==> config.mk <==
export PLATFORM = sky130hd
export DESIGN_NAME = ddr3Ctrl
export DESIGN_NICKNAME = d
export VERILOG_FILES = /design/src/verilog/ddr3Pkg.sv /design/src/verilog/ddr3AccessSched.sv /design/src/verilog/ddr3CmdArbiter.sv /design/src/verilog/ddr3Ctrl.sv /design/src/verilog/ddr3InitSeq.sv
export VERILOG_INCLUDE_DIRS = /design/src /design/src/verilog
export SDC_FILE = /design/constraint.sdc
export NUM_CORES = 1
export LEC_CHECK = 0
export BUFFER_PORTS_ARGS = -buffer_cell sky130_fd_sc_hd__buf_4
export CORE_UTILIZATION = 50
export CTS_CLUSTER_DIAMETER = 40
export DETAILED_ROUTE_END_ITERATION = 7
export PLACE_DENSITY = 0.83
export SKIP_CTS_REPAIR_TIMING = 1
export SLEW_MARGIN = 20
export SYNTH_ARGS = -nofsm -noshare
export SYNTH_HDL_FRONTEND = slang
export SYNTH_SLANG_ARGS = --single-unit
==> constraint.sdc <==
create_clock -name clock -period 10.7 [get_ports clock]
set_input_delay 0.535 -clock clock [delete_from_list [all_inputs] [get_ports clock]]
set_output_delay 0.535 -clock clock [all_outputs]
set_load 0.005 [all_outputs]
==> src/verilog/ddr3Ctrl_defines.svh <==
`ifndef DDR3CTRL_DEFINES_SVH
`define DDR3CTRL_DEFINES_SVH

// bus widths of the x16 DDR3 part
`define DDR_BANK_W 3
`define DDR_ROW_W 14
`define DDR_COL_W 10
`define DDR_ADDR_W 16

// init timing in clock cycles scaled down for simulation
`define T_RESET_LOW 40
`define T_CKE_LOW 60
`define T_XPR 12
`define T_MRD 4
`define T_MOD 12
`define T_ZQINIT 64

// access timing in clock cycles
`define T_RCD 5
`define T_RC 20

// mode register words
// MR0 selects BL8, the CAS latency and DLL reset
`define MR0_VALUE 16'h1124
`define MR1_VALUE 16'h0016
// MR2 selects CWL 5 and dynamic ODT at RZQ/4
`define MR2_VALUE 16'h0200
`define MR3_VALUE 16'h0000

// APB register offsets
`define APB_ADDR_WRITE 8'h00
`define APB_ADDR_READ 8'h04

`endif

==> src/verilog/ddr3Pkg.sv <==
`include "ddr3Ctrl_defines.svh"

package ddr3Pkg;

  // address bus seen as a row address
  typedef struct packed {
    logic [`DDR_ADDR_W-`DDR_ROW_W-1:0] unused;
    logic [`DDR_ROW_W-1:0] rowIdx;
  } ddrRowAddr_t;

  // address bus seen as a column address, A10 is auto-precharge
  typedef struct packed {
    logic [`DDR_ADDR_W-`DDR_COL_W-2:0] unused;
    logic autoPre;
    logic [`DDR_COL_W-1:0] colIdx;
  } ddrColAddr_t;

  // one address bus, three decodings
  typedef union packed {
    logic [`DDR_ADDR_W-1:0] mrs;
    ddrRowAddr_t row;
    ddrColAddr_t col;
  } ddrAddr_u;

  // command word, control pins active low
  typedef struct packed {
    logic csN;
    logic rasN;
    logic casN;
    logic weN;
    logic [`DDR_BANK_W-1:0] bank;
    ddrAddr_u addr;
  } ddrCmd_t;

  // pending access, held while the scheduler is busy
  typedef struct packed {
    logic write;
    logic [`DDR_BANK_W-1:0] bank;
    logic [`DDR_ROW_W-1:0] row;
    logic [`DDR_COL_W-1:0] col;
  } accessReq_t;

  typedef struct packed {
    logic psel;
    logic penable;
    logic pwrite;
    logic [7:0] paddr;
    logic [31:0] pwdata;
  } apbReq_t;

  typedef struct packed {
    logic pready;
    logic pslverr;
  } apbRsp_t;

  // chip selected, ras/cas/we high, bank and address zero
  parameter ddrCmd_t ddrNopCmd = {1'b0, 1'b1, 1'b1, 1'b1,
    {`DDR_BANK_W{1'b0}}, {`DDR_ADDR_W{1'b0}}};

endpackage
==> src/verilog/ddr3AccessSched.sv <==
`timescale 1ns/1ps

`include "ddr3Ctrl_defines.svh"

module ddr3AccessSched
  import ddr3Pkg::*;
(
  input  logic    clock,
  input  logic    reset,
  input  apbReq_t apbReq,
  output apbRsp_t apbRsp,
  input  logic    initDone,
  output ddrCmd_t schedCmd,
  output logic    schedCmdValid
);

  localparam int cntW = 16;
  // cycles still owed to tRC once the column command is out
  localparam int rcRest = (`T_RC > `T_RCD) ? (`T_RC - `T_RCD) : 0;

  typedef enum logic [1:0] {
    sIdle,
    sActivate,
    sRcdWait,
    sRcWait
  } schedState_t;

  schedState_t state;
  logic [cntW-1:0] count;
  accessReq_t req;
  ddrCmd_t actCmd;
  ddrCmd_t colCmd;
  logic ready;
  logic apbAccess;
  logic accept;
  logic addrWrite;
  logic addrRead;
  logic goodReq;

  // APB decode
  assign apbAccess = apbReq.psel & apbReq.penable;
  assign addrWrite = (apbReq.paddr == `APB_ADDR_WRITE);
  assign addrRead = (apbReq.paddr == `APB_ADDR_READ);
  // only writes to the two request registers are legal
  assign goodReq = apbReq.pwrite & (addrWrite | addrRead);

  // back-pressure until init is over and no access is in flight
  assign ready = initDone & (state == sIdle);
  assign accept = apbAccess & ready;

  assign apbRsp.pready = ready;
  // error pulse only in the completing access phase
  assign apbRsp.pslverr = accept & ~goodReq;

  // ACTIVATE opens the request's row
  // READ/WRITE always with auto-precharge so the bank closes itself
  always_comb
  begin
    actCmd = ddrNopCmd;
    actCmd.rasN = 1'b0;
    actCmd.bank = req.bank;
    actCmd.addr.row.rowIdx = req.row;
    colCmd = ddrNopCmd;
    colCmd.casN = 1'b0;
    colCmd.weN = ~req.write;
    colCmd.bank = req.bank;
    colCmd.addr.col.colIdx = req.col;
    colCmd.addr.col.autoPre = 1'b1;
  end

  // request capture and launched command word
  always_ff @(posedge clock)
  begin
    if (accept && goodReq)
    begin
      req.write <= addrWrite;
      // pwdata is col low, then row, then bank
      req.col <= apbReq.pwdata[`DDR_COL_W-1:0];
      req.row <= apbReq.pwdata[`DDR_COL_W +: `DDR_ROW_W];
      req.bank <= apbReq.pwdata[`DDR_COL_W+`DDR_ROW_W +: `DDR_BANK_W];
    end
    if (state == sActivate)
      schedCmd <= actCmd;
    else if ((state == sRcdWait) && (count == '0))
      schedCmd <= colCmd;
  end

  always_ff @(posedge clock)
  begin
    if (reset)
    begin
      state <= sIdle;
      count <= '0;
      schedCmdValid <= 1'b0;
    end
    else
    begin
      schedCmdValid <= 1'b0;
      case (state)
        sIdle:
        begin
          // bad transfers complete here and issue nothing
          if (accept && goodReq)
            state <= sActivate;
        end
        // launch ACTIVATE, it reaches the pins two edges after accept
        sActivate:
        begin
          schedCmdValid <= 1'b1;
          count <= cntW'(`T_RCD - 1);
          state <= sRcdWait;
        end
        // column command leaves exactly tRCD after the ACTIVATE
        sRcdWait:
        begin
          if (count == '0)
          begin
            schedCmdValid <= 1'b1;
            count <= cntW'(rcRest);
            state <= sRcWait;
          end
          else
            count <= count - 1'b1;
        end
        // hold off the next ACTIVATE until tRC has passed
        default:
        begin
          if (count == '0)
            state <= sIdle;
          else
            count <= count - 1'b1;
        end
      endcase
    end
  end

endmodule

==> src/verilog/ddr3CmdArbiter.sv <==
`timescale 1ns/1ps

module ddr3CmdArbiter
  import ddr3Pkg::*;
(
  input  logic    clock,
  input  logic    reset,
  input  ddrCmd_t initCmd,
  input  logic    initCmdValid,
  input  ddrCmd_t schedCmd,
  input  logic    schedCmdValid,
  output ddrCmd_t ddrCmd
);

  ddrCmd_t nextCmd;

  // sources never overlap, init is checked first anyway
  always_comb
  begin
    if (initCmdValid)
      nextCmd = initCmd;
    else if (schedCmdValid)
      nextCmd = schedCmd;
    else
      nextCmd = ddrNopCmd;
  end

  // one register stage, all command pins switch on the same edge
  always_ff @(posedge clock)
  begin
    if (reset)
      ddrCmd <= ddrNopCmd;
    else
      ddrCmd <= nextCmd;
  end

endmodule

==> src/verilog/ddr3Ctrl.sv <==
`timescale 1ns/1ps

module ddr3Ctrl
  import ddr3Pkg::*;
(
  input  logic    clock,
  input  logic    reset,
  input  apbReq_t apbReq,
  output apbRsp_t apbRsp,
  output ddrCmd_t ddrCmd,
  output logic    cke,
  output logic    resetN
);

  ddrCmd_t initCmd;
  ddrCmd_t schedCmd;
  logic initCmdValid;
  logic schedCmdValid;
  logic initDone;

  // power-up, MRS loads and ZQ calibration
  ddr3InitSeq u_ddr3InitSeq (
    .clock        (clock),
    .reset        (reset),
    .initCmd      (initCmd),
    .initCmdValid (initCmdValid),
    .cke          (cke),
    .resetN       (resetN),
    .initDone     (initDone)
  );

  // APB requests to ACTIVATE plus READ/WRITE
  ddr3AccessSched u_ddr3AccessSched (
    .clock         (clock),
    .reset         (reset),
    .apbReq        (apbReq),
    .apbRsp        (apbRsp),
    .initDone      (initDone),
    .schedCmd      (schedCmd),
    .schedCmdValid (schedCmdValid)
  );

  ddr3CmdArbiter u_ddr3CmdArbiter (
    .clock         (clock),
    .reset         (reset),
    .initCmd       (initCmd),
    .initCmdValid  (initCmdValid),
    .schedCmd      (schedCmd),
    .schedCmdValid (schedCmdValid),
    .ddrCmd        (ddrCmd)
  );

endmodule

==> src/verilog/ddr3InitSeq.sv <==
`timescale 1ns/1ps

`include "ddr3Ctrl_defines.svh"

module ddr3InitSeq
  import ddr3Pkg::*;
(
  input  logic    clock,
  input  logic    reset,
  output ddrCmd_t initCmd,
  output logic    initCmdValid,
  output logic    cke,
  output logic    resetN,
  output logic    initDone
);

  localparam int cntW = 16;

  typedef enum logic [2:0] {
    sResetLow,
    sCkeLow,
    sXpr,
    sMrs,
    sZqcl,
    sDone
  } initState_t;

  initState_t state;
  // shared down-counter, loaded on entry to each phase
  logic [cntW-1:0] count;
  // 0..3 walks MR2, MR3, MR1, MR0
  logic [1:0] mrIdx;
  // first cycle of an MRS or ZQCL phase
  logic cmdFirst;
  logic [`DDR_BANK_W-1:0] mrBank;
  logic [`DDR_ADDR_W-1:0] mrValue;

  // load order MR2, MR3, MR1, MR0
  always_comb
  begin
    case (mrIdx)
      2'd0:
      begin
        mrBank = 3'd2;
        mrValue = `MR2_VALUE;
      end
      2'd1:
      begin
        mrBank = 3'd3;
        mrValue = `MR3_VALUE;
      end
      2'd2:
      begin
        mrBank = 3'd1;
        mrValue = `MR1_VALUE;
      end
      default:
      begin
        mrBank = 3'd0;
        mrValue = `MR0_VALUE;
      end
    endcase
  end

  // MRS is ras/cas/we all low, ZQCL is we low with A10 high
  always_comb
  begin
    initCmd = ddrNopCmd;
    if (state == sMrs)
    begin
      initCmd.rasN = 1'b0;
      initCmd.casN = 1'b0;
      initCmd.weN = 1'b0;
      initCmd.bank = mrBank;
      initCmd.addr.mrs = mrValue;
    end
    else if (state == sZqcl)
    begin
      initCmd.weN = 1'b0;
      initCmd.addr.col.autoPre = 1'b1;
    end
  end

  assign initCmdValid = cmdFirst;

  always_ff @(posedge clock)
  begin
    if (reset)
    begin
      state <= sResetLow;
      count <= cntW'(`T_RESET_LOW - 1);
      mrIdx <= 2'd0;
      cmdFirst <= 1'b0;
      resetN <= 1'b0;
      cke <= 1'b0;
      initDone <= 1'b0;
    end
    else
    begin
      // pins follow the state one cycle late, same as the arbiter delay
      resetN <= (state != sResetLow);
      cke <= (state != sResetLow) && (state != sCkeLow);
      initDone <= (state == sDone);
      cmdFirst <= 1'b0;
      case (state)
        sResetLow:
        begin
          if (count == '0)
          begin
            state <= sCkeLow;
            count <= cntW'(`T_CKE_LOW - 1);
          end
          else
            count <= count - 1'b1;
        end
        sCkeLow:
        begin
          if (count == '0)
          begin
            state <= sXpr;
            count <= cntW'(`T_XPR - 1);
          end
          else
            count <= count - 1'b1;
        end
        // NOPs with cke high before the first MRS
        sXpr:
        begin
          if (count == '0)
          begin
            state <= sMrs;
            mrIdx <= 2'd0;
            cmdFirst <= 1'b1;
            count <= cntW'(`T_MRD - 1);
          end
          else
            count <= count - 1'b1;
        end
        sMrs:
        begin
          if (count == '0)
          begin
            cmdFirst <= 1'b1;
            if (mrIdx == 2'd3)
            begin
              state <= sZqcl;
              count <= cntW'(`T_ZQINIT - 1);
            end
            else
            begin
              mrIdx <= mrIdx + 1'b1;
              // MR0 comes next, tMOD follows it instead of tMRD
              if (mrIdx == 2'd2)
                count <= cntW'(`T_MOD - 1);
              else
                count <= cntW'(`T_MRD - 1);
            end
          end
          else
            count <= count - 1'b1;
        end
        sZqcl:
        begin
          if (count == '0)
            state <= sDone;
          else
            count <= count - 1'b1;
        end
        default:
          state <= sDone;
      endcase
    end
  end

endmodule

* After elaboration in Yosys (flattened, before gate mapping) *
Cells that the tools add are included.

operators by class
  add/sub/neg operators = 3
  equal/unequal tests = 23
  multiplexer cells = 42
  bitwise logic cells = 10
  reductions and logical operators = 21

operators with widths
  cell                   count
  $mux 16                8
  $pmux 16 s5            1
  $pmux 16 s3            1
  $mux 22                2
  $pmux 13 s3            1
  $mux 19                2
  $logic_not 16->1       2
  $sub 16x1->16 const B  2
  $mux 3                 6
  $pmux 3 s5             1
  $mux 2                 7
  $ne 2x2->1 const B     7
  $pmux 2 s3             2
  $mux 10                1
  $eq 8x3->1 const B     1
  $logic_not 8->1        1
  $mux 7                 1
  $eq 2x2->1 const B     3
  $eq 3x2->1 const B     2
  $eq 3x3->1 const B     2
  $mux 1                 6
  $ne 2x1->1 const B     3
  $ne 3x1->1 const B     2
  $reduce_and 6->1       1
  19 further kinds       34

storage, ports and cells
  register bits = 114
  output and inout port bits = 27
  logic and storage cells = 123

* Longest topological paths before layout *
Gate-level depths: netlist (run 1).

  word-level depth = 6
  gate-level depth with buffers = 8
  gate-level depth less buffers = 7

* Modules after synthesis *
Synthesis (run 1) repeated with hierarchy kept, for this count alone.

second synthesis, totals
  cells, all modules = 506
  area, all modules = 5,288.8 um^2

by module, submodules not included
  module           times used  cells each  area each (um^2)
  ddr3AccessSched  1           219         2,782.7
  ddr3InitSeq      1           184         1,586.5
  ddr3CmdArbiter   1           103         919.6

* Worst setup path after synthesis (run 1) *
OpenSTA, ideal clock, no wires.

  kind = input port to flip-flop
  start point = input port apbReq[33] (netlist name)
  end point = register u_ddr3AccessSched.state[0]
  setup time = 0.067 ns
  arrival = 4.052 ns
  required time = 10.633 ns
  slack = 6.580 ns
  cell stages on the path = 5
  cell sequence = or4b_2 -> nor3_1 -> o311ai_2 -> or3_1 -> a21oi_2

between the ends
  word-level cells in the longest chain between the ends = 6
  elaborated cells on any way between the ends = 7
  classes of those cells = eq/ne (2); bitwise (2); reduce/logical (3)

RTL lines
  what                                                     RTL line                source
  from (decl)                                              ddr3Ctrl.sv:8           input apbReq_t apbReq,
  $eq 8x3->1 (no line) or $logic_not 8->1 (tied branches)  n/a
  $or 1x1->1 (*)                                           ddr3AccessSched.sv:45   assign goodReq = apbReq.pwrite & (addrWrite | addrRead);
  $and 1x1->1 (*)                                          ddr3AccessSched.sv:45
  $logic_and 1x1->1 (*)                                    ddr3AccessSched.sv:103  if (accept && goodReq)
  $ne 2x2->1 (no line) (*)                                 n/a
  $reduce_and 3->1 (no line) (*)                           n/a
  to (signal assigned)                                     ddr3AccessSched.sv:104  state <= sActivate;
  to (signal assigned)                                     ddr3AccessSched.sv:111  state <= sRcdWait;
  to (signal assigned)                                     ddr3AccessSched.sv:120  state <= sRcWait;
  to (decl)                                                ddr3AccessSched.sv:28   schedState_t state;

Mark *: on every way between the ends. The rest lies on a longest branch, timed or not.
A chain may end at the register's enable or synchronous reset.

* Worst setup path after layout (run 1) *
  start point = register u_ddr3AccessSched.count[0]
  end point = register u_ddr3AccessSched.schedCmd[2] (netlist name)

between the ends
  word-level cells in the longest chain between the ends = 3

RTL lines
  what                         RTL line                source
  from (decl)                  ddr3AccessSched.sv:29   logic [cntW-1:0] count;
  from (signal assigned)       ddr3AccessSched.sv:110  count <= cntW'(`T_RCD - 1);
  from (signal assigned)       ddr3AccessSched.sv:119  count <= cntW'(rcRest);
  from (signal assigned)       ddr3AccessSched.sv:123  count <= count - 1'b1;
  $logic_not 16->1             ddr3AccessSched.sv:84   else if ((state == sRcdWait) && (count == '0))
  $logic_and 1x1->1            ddr3AccessSched.sv:84
  $reduce_bool 2->1 (no line)  n/a

No other way between the ends.

==> results of run 1 <==
==> sequential cells by signal, indices dropped and copies added, names as in the netlist <==
signal / count
u_ddr3AccessSched.actCmd: 17
u_ddr3AccessSched.colCmd: 10
u_ddr3AccessSched.count: 16
u_ddr3AccessSched.req: 1
u_ddr3AccessSched.schedCmd: 20
u_ddr3AccessSched.schedCmdValid: 1
u_ddr3AccessSched.state: 2
u_ddr3CmdArbiter.ddrCmd: 20
u_ddr3InitSeq.cke: 1
u_ddr3InitSeq.count: 16
u_ddr3InitSeq.initCmdValid: 1
u_ddr3InitSeq.initDone: 1
u_ddr3InitSeq.mrIdx: 2
u_ddr3InitSeq.resetN: 1
u_ddr3InitSeq.state: 3
==> worst min-delay path by stage <==
stage                                     end  slack, ps  cells past startpoint
6_report          u_ddr3AccessSched.colCmd[8]        310                      1
3_3_place_gp   u_ddr3AccessSched.schedCmd[18]        400                      0
4_1_cts           u_ddr3AccessSched.colCmd[6]        310                      1
5_1_grt           u_ddr3AccessSched.colCmd[6]        300                      1
3_5_place_dp   u_ddr3AccessSched.schedCmd[17]        400                      0
2_1_floorplan  u_ddr3AccessSched.schedCmd[16]        400                      0
==> cells by family (layout without fill, tap and decap cells) <==
group           count (synthesis)  after routing  share of synthesized area, %
fa+ha+maj                      14             14                          3.65
mux                            14             14                          3.21
xor+xnor                       14             14                          2.56
compound gates                 85             85                          13.3
simple gates                  152            152                          17.8
buf+inv                        35             93                          3.26
other cells                     1              3                        0.0782
flops                         112            112                          56.1
==> metrics by stage <==
stage                     hold slack, ps  power (uW)  cells
after floorplan                      400         460    429
after global placement               403         470    600
after detailed placement             405         471    600
after CTS                            313         742    616
after global routing                 296         760    616
final                                312         740    616
==> layer usage <==
layer	track usage [%]	wire, um	part of all wire, %
met3	4.74	319	3.5
met2	32.3	4710	51
met5	0	0	0
met4	4.98	141	1.5
met1	25.1	4050	44
==> final cells by class <==
type                    count  area (um^2)
fillers                   749         3690
flip-flops and latches    112         2690
multi-input cells         282         1980
repair buffers             65          488
well taps                 129          161
clock buffers               9          124
clock inverters             7          103
inverters                  12         45.0
==> cell usage after synthesis (2+ instances only) <==
cell type  count
o31ai_1        4
nand3_1        5
and2_1        12
and4b_1        2
a21oi_1       21
nor3_1         9
xnor2_1       11
buf_4          4
a211oi_1       4
a211o_1        3
or4b_2         3
dfxtp_1       67
nand2b_1       6
mux2_2        11
a21o_1         3
clkbuf_1      15
nand2_1       20
nor2b_1        2
a21oi_2        6
o21ai_0       13
buf_2          2
xor2_1         3
or2_2         10
or3_1         10
a2111oi_0      6
a22oi_1        2
or4_1         11
a22o_1         7
mux2i_1        3
edfxtp_1      45
ha_1          14
inv_1         12
nor4_1         4
nor3b_1        2
nor2_1        45
o41ai_2        2
==> power breakdown <==
part / leakage (uW) / internal, uW / switching (uW)
Clock: 0.000114 / 117 / 161
Combinational: 0.00109 / 11.4 / 7.36
Sequential: 0.000958 / 442 / 0.633
Total: 0.00217 / 571 / 169
==> key figures, run 1 <==
GRT
  – GR Util All Layers: 19.3%
  – Initial antenna violation count: 0
  – Largest net degree at the start of global routing: 31
  – Vias in the first global route: 3194
  – First-pass GRT wire length: 15.3 mm
  – GRT overflow: 0

Timing
  – Unrepaired setup endpoints after global routing: no
  – Final setup margin: 7640 ps
  – Final setup viols: 0
  – Post-layout minimum cycle time: 3060 ps
  – Fin crit share: 28.6%
  – Slew Limit Fails: 0
  – TNS Setup: 0 ps
  – Final setup skew: 26.5 ps
  – Slew margin rel.: 30.5%
  – Least-Margin Pin Slew: 1040 ps
  – Hold Vio Cnt, Final: 0
  – Max Clk Rate: 0.327 GHz

Floorplanning
  – Die Span X: 99.9 um
  – # IOs: 72
  – Die height: 99.9 um
  – Site row count: 35
  – Starting density of the core: 51.7%
  – Area of the die: 0.00999 mm^2
  – Area of the core: 0.00928 mm^2

Setup path
  – Startpoint Class: flip-flop
  – Crit-path cells: inv_1 > ha_1 > or4b_2 > nor4_4 > nand2_1 > nand2b_1
  – Critical Path AT: 3070 ps
  – Crit path max fanout: 18
  – CP Launch Point: u_ddr3AccessSched.count[0]
  – CP delay by family, top: simple AND/OR/NAND/NOR gates
  – Cell at the slowest stage of the critical path: nand2b_1
  – Setup crit end kind: flip-flop
  – Critical R2R Launch: u_ddr3AccessSched.count[0]
  – Critical Path RT: 10710 ps
  – CP bufs+invs: 1
  – FF-to-FF End: u_ddr3AccessSched.schedCmd[2]
  – Worst R2R Setup Slack: 7640 ps
  – CP Capture Point: u_ddr3AccessSched.schedCmd[2]
  – Slowest stage delay, CP: 680 ps
  – Cell depth of the worst flop-to-flop path: 6
  – Critical Path Stages: 6
  – Crit path kind: flip-flop to flip-flop

Logic synthesis
  – Synth async-reset ratio: 0%
  – Syn Area/Cell: 11.2 um^2
  – Synth top area cells: edfxtp_1, dfxtp_1, ha_1
  – Synth area leader: edfxtp_1
  – Post-synth top area share: 28.2%
  – Post-Syn Instances: 427
  – Total of warnings raised by yosys: 0
  – Post-synth EDFFs: 45
  – Synthesized area: 0.00480 mm^2
  – Number of synthesized register bits: 112
  – Ys flop type: dfxtp_1
  – Post-synth cell types: 64
  – Seq/Total Area, Yosys: 56.1%

CTS
  – CTS Root Cell: clkbuf_8
  – H-tree levels: 3
  – Num CTS Buffers: 9
  – Skew-Pair Late Insertion Delay: 390 ps
  – TritonCTS clock tree: done
  – Clock tree buffer depth: 2
  – Total clock sinks: 112
  – Clock-pin transition on the worst setup and hold timing paths: 130 ps

Finish
  – Layout Utilization: 60.2%
  – Most common cell after layout, fill and taps aside: dfxtp_1
  – N_diodes: 0
  – Commonest cells after routing, fill and taps aside: dfxtp_1, buf_4, nor2_1, edfxtp_1, a21oi_1
  – Ratio of cells with drive above 1 in the final layout: 25.5%
  – Fin nets: 541
  – Design area: 0.00559 mm^2
  – Area growth, synth to finish: 16.5%

Job
  – Maxcap violations: 0

Power and ir drop
  – P per Cell Area: 132 mW/mm^2
  – Worst IR Drop VDD: 0.0000992 V
  – Static leakage power: 0.00217 uW

Place
  – Pre-CTS WS: 7630 ps
  – Gpl congestion: 0.814
  – PortBufs: 63
  – HPWL after detailed placement: 6.14 mm
  – Cell Area, Placed: 0.00535 mm^2

Drt
  – Pre-antenna DRT Iters: 4
  – ANT nets after route: 0
  – DR iter-0 viols: 157
  – Vias per std cell: 5.47
  – WL final: 9.21 mm
  – Drc violations: 0
  – WL per Instance: 15.0 um
  – Via count: 3369

Worst hold path
  – Hold Path Origin: apbReq[8]
  – Min-delay worst type: input pin to flip-flop

Outcome
  – Outcome: complete, no violations
(Power assumes the default switching activity.)
==> run 2: changes to the inputs <==
- ABC_AREA: default -> 1
- clock period: 10.7 -> 2.97 ns (I/O delays scaled with it)
==> key figures, run 2 <==
Outcome
  – Outcome: complete, no violations (unchanged)

CTS
  – H-tree levels: 3 (unchanged)
  – Clock tree buffer depth: 2 (unchanged)
  – Skew-Pair Late Insertion Delay: 380 ps (was 390 ps)
  – Total clock sinks: 112 (unchanged)
  – CTS Root Cell: clkbuf_8 (unchanged)
  – Clock-pin transition on the worst setup and hold timing paths: 110 ps (was 130 ps)
  – TritonCTS clock tree: done (unchanged)
  – Num CTS Buffers: 9 (unchanged)

Power and ir drop
  – Worst IR Drop VDD: 0.000449 V (was 0.0000992 V)
  – Sequential share of power: 54.5% (was 59.9%)
  – Switch Pwr: 929 uW (was 169 uW)
  – Comb power frac: 17.8% (was 2.5%)
  – Sw Share: 29.6% (was 22.8%)
  – Clk network pwr share: 27.7% (was 37.6%)
  – Static leakage power: 0.00275 uW (was 0.00217 uW)
  – P per Cell Area: 519 mW/mm^2 (was 132 mW/mm^2)
  – P_int: 2210 uW (was 571 uW)

Drt
  – Drc violations: 0 (unchanged)
  – WL per Instance: 13.3 um (was 15.0 um)
  – DR iter-0 viols: 220 (was 157)
  – Vias per std cell: 5.13 (was 5.47)
  – Via count: 4251 (was 3369)
  – WL final: 11.0 mm (was 9.21 mm)
  – Pre-antenna DRT Iters: 5 (was 4)
  – ANT nets after route: 0 (unchanged)

Logic synthesis
  – Number of synthesized register bits: 112 (unchanged)
  – Top cells by instance count after synthesis: nand2_1, nor2_1, inv_1, dfxtp_1, edfxtp_1 (was dfxtp_1, edfxtp_1, nor2_1, a21oi_1, nand2_1)
  – Synth area leader: edfxtp_1 (unchanged)
  – Total of warnings raised by yosys: 0 (unchanged)
  – Synth async-reset ratio: 0% (unchanged)
  – Post-Syn Instances: 598 (was 427)
  – Ys flop type: dfxtp_1 (unchanged)
  – Count leader, synth: nand2_1 (was dfxtp_1)
  – Syn Area/Cell: 8.36 um^2 (was 11.2 um^2)
  – Seq/Total Area, Yosys: 53.8% (was 56.1%)
  – Post-synth EDFFs: 45 (unchanged)
  – Synthesized area: 0.00500 mm^2 (was 0.00480 mm^2)
  – Post-synth cell types: 41 (was 64)
  – Post-synth top area share: 27.0% (was 28.2%)
  – Synth top area cells: edfxtp_1, dfxtp_1, nand2_1 (was edfxtp_1, dfxtp_1, ha_1)

Finish
  – Fin nets: 750 (was 541)
  – Layout Utilization: 62.3% (was 60.2%)
  – N_diodes: 0 (unchanged)
  – Seq. cell area: 0.00269 mm^2 (unchanged)
  – Most common cell after layout, fill and taps aside: nand2_1 (was dfxtp_1)
  – Ratio of cells with drive above 1 in the final layout: 15.2% (was 25.5%)
  – Fill cell count: 791 (was 749)
  – Multi-input logic area: 0.00193 mm^2 (was 0.00198 mm^2)
  – Area growth, synth to finish: 21.1% (was 16.5%)
  – Commonest cells after routing, fill and taps aside: nand2_1, nor2_1, inv_1 (was dfxtp_1, buf_4, nor2_1, edfxtp_1, a21oi_1)
  – Non-filler cells in the finished layout: 829 (was 616)

Floorplanning
  – Area of the die: 0.0104 mm^2 (was 0.00999 mm^2)
  – # IOs: 72 (unchanged)
  – Starting density of the core: 51.4% (was 51.7%)
  – Site row count: 36 (was 35)
  – Area of the core: 0.00973 mm^2 (was 0.00928 mm^2)
  – Die Span X: 102 um (was 99.9 um)
  – Die height: 102 um (was 99.9 um)

GRT
  – Initial antenna violation count: 0 (unchanged)
  – Vias in the first global route: 3958 (was 3194)
  – GRT overflow: 0 (unchanged)
  – Largest net degree at the start of global routing: 29 (was 31)
  – GR Util All Layers: 21.1% (was 19.3%)
  – First-pass GRT wire length: 17.1 mm (was 15.3 mm)

Place
  – PortBufs: 63 (unchanged)
  – Post-Place Cells: 786 (was 600)
  – HPWL after detailed placement: 7.57 mm (was 6.14 mm)
  – Pre-CTS WS: 835 ps (was 7630 ps)
  – Gpl congestion: 0.839 (was 0.814)

Job
  – Maxcap violations: 0 (unchanged)

Setup path
  – Startpoint Class: flip-flop (unchanged)
  – Crit path max fanout: 16 (was 18)
  – Critical Path RT: 3060 ps (was 10710 ps)
  – Setup crit end kind: flip-flop (unchanged)
  – Worst R2R Setup Slack: 770 ps (was 7640 ps)
  – Crit path kind: flip-flop to flip-flop (unchanged)
  – Critical Path AT: 2290 ps (was 3070 ps)

Timing
  – Least-Margin Pin Slew: 644 ps (was 1040 ps)
  – Hold Vio Cnt, Final: 0 (unchanged)
  – Max Clk Rate: 0.455 GHz (was 0.327 GHz)
  – Fin crit share: 74.0% (was 28.6%)
  – Hold slack: 43.2 ps (was 312 ps)
  – Final setup viols: 0 (unchanged)
  – Final setup margin: 774 ps (was 7640 ps)
  – TNS Setup: 0 ps (unchanged)
  – Final setup skew: 10.3 ps (was 26.5 ps)
  – Post-layout minimum cycle time: 2200 ps (was 3060 ps)
  – Slew margin rel.: 56.9% (was 30.5%)
  – Unrepaired setup endpoints after global routing: no (unchanged)
  – Slew Limit Fails: 0 (unchanged)

Worst hold path
  – Min-delay worst type: input pin to flip-flop (unchanged)
run 2: final timing paths:
kind                                     start                              to  cells after the start
hold reg to reg   u_ddr3AccessSched.actCmd[16]  u_ddr3AccessSched.schedCmd[16]                      0
hold / removal                      apbReq[34]       u_ddr3AccessSched.req[27]                      2
setup reg to reg    u_ddr3AccessSched.state[1]   u_ddr3AccessSched.schedCmd[2]                      5
setup / recovery    u_ddr3AccessSched.state[1]   u_ddr3AccessSched.schedCmd[2]                      5
run 2: through the flow:
| stage | area (um^2) | total power (uW) |
|---|---|---|
| 2_1_floorplan | 5010 | 2130 |
| 4_1_cts | 5790 | 3110 |
| 6_report | 6060 | 3140 |
| 5_1_grt | 6060 | 3300 |
| 3_3_place_gp | 5600 | 2240 |
| 3_5_place_dp | 5600 | 2260 |
run 2: layer usage:
metal / global-route usage [%] / up-vias / wire, um
li1: - / 2101 / -
met1: 25.4 / 1987 / 4570
met4: 8.35 / 0 / 262
met3: 4.51 / 28 / 547
met2: 36.8 / 135 / 5660
met5: 0 / - / 0
run 2: cell type report:
class | instances | area share (%)
clock buffers | 10 | 2.11
clock inverters | 6 | 0.950
repair buffers | 93 | 12.6
inverters | 84 | 5.29
multi-input cells | 391 | 31.8
flip-flops and latches | 112 | 44.4
well taps | 133 | 2.75
run 2: critical path, stage by stage, from the launching register on:
cell and delay, ps:
dfxtp_1 360, inv_1 140, ha_1 590, inv_1 420, nand2_1 190, buf_4 200
run 2: cell families after synthesis:
| logic type | count (synthesis) | synth area share [%] |
|---|---|---|
| XOR/XNOR | 7 | 1.23 |
| flip-flops | 112 | 53.8 |
| adder cells (fa/ha/maj) | 14 | 3.50 |
| buffers and inverters | 97 | 7.76 |
| AO/OA/AOI/OAI | 73 | 8.63 |
| other | 1 | 0.0750 |
| AND/OR/NAND/NOR | 294 | 25.0 |
run 2: power by group through the flow:
stage	Clock (uW)	Combinational, uW	Sequential, uW
finish	871	558	1710
global route	954	628	1720
CTS	875	525	1710
detailed placement	0	514	1750
global placement	0	493	1740
floorplan	0	390	1740
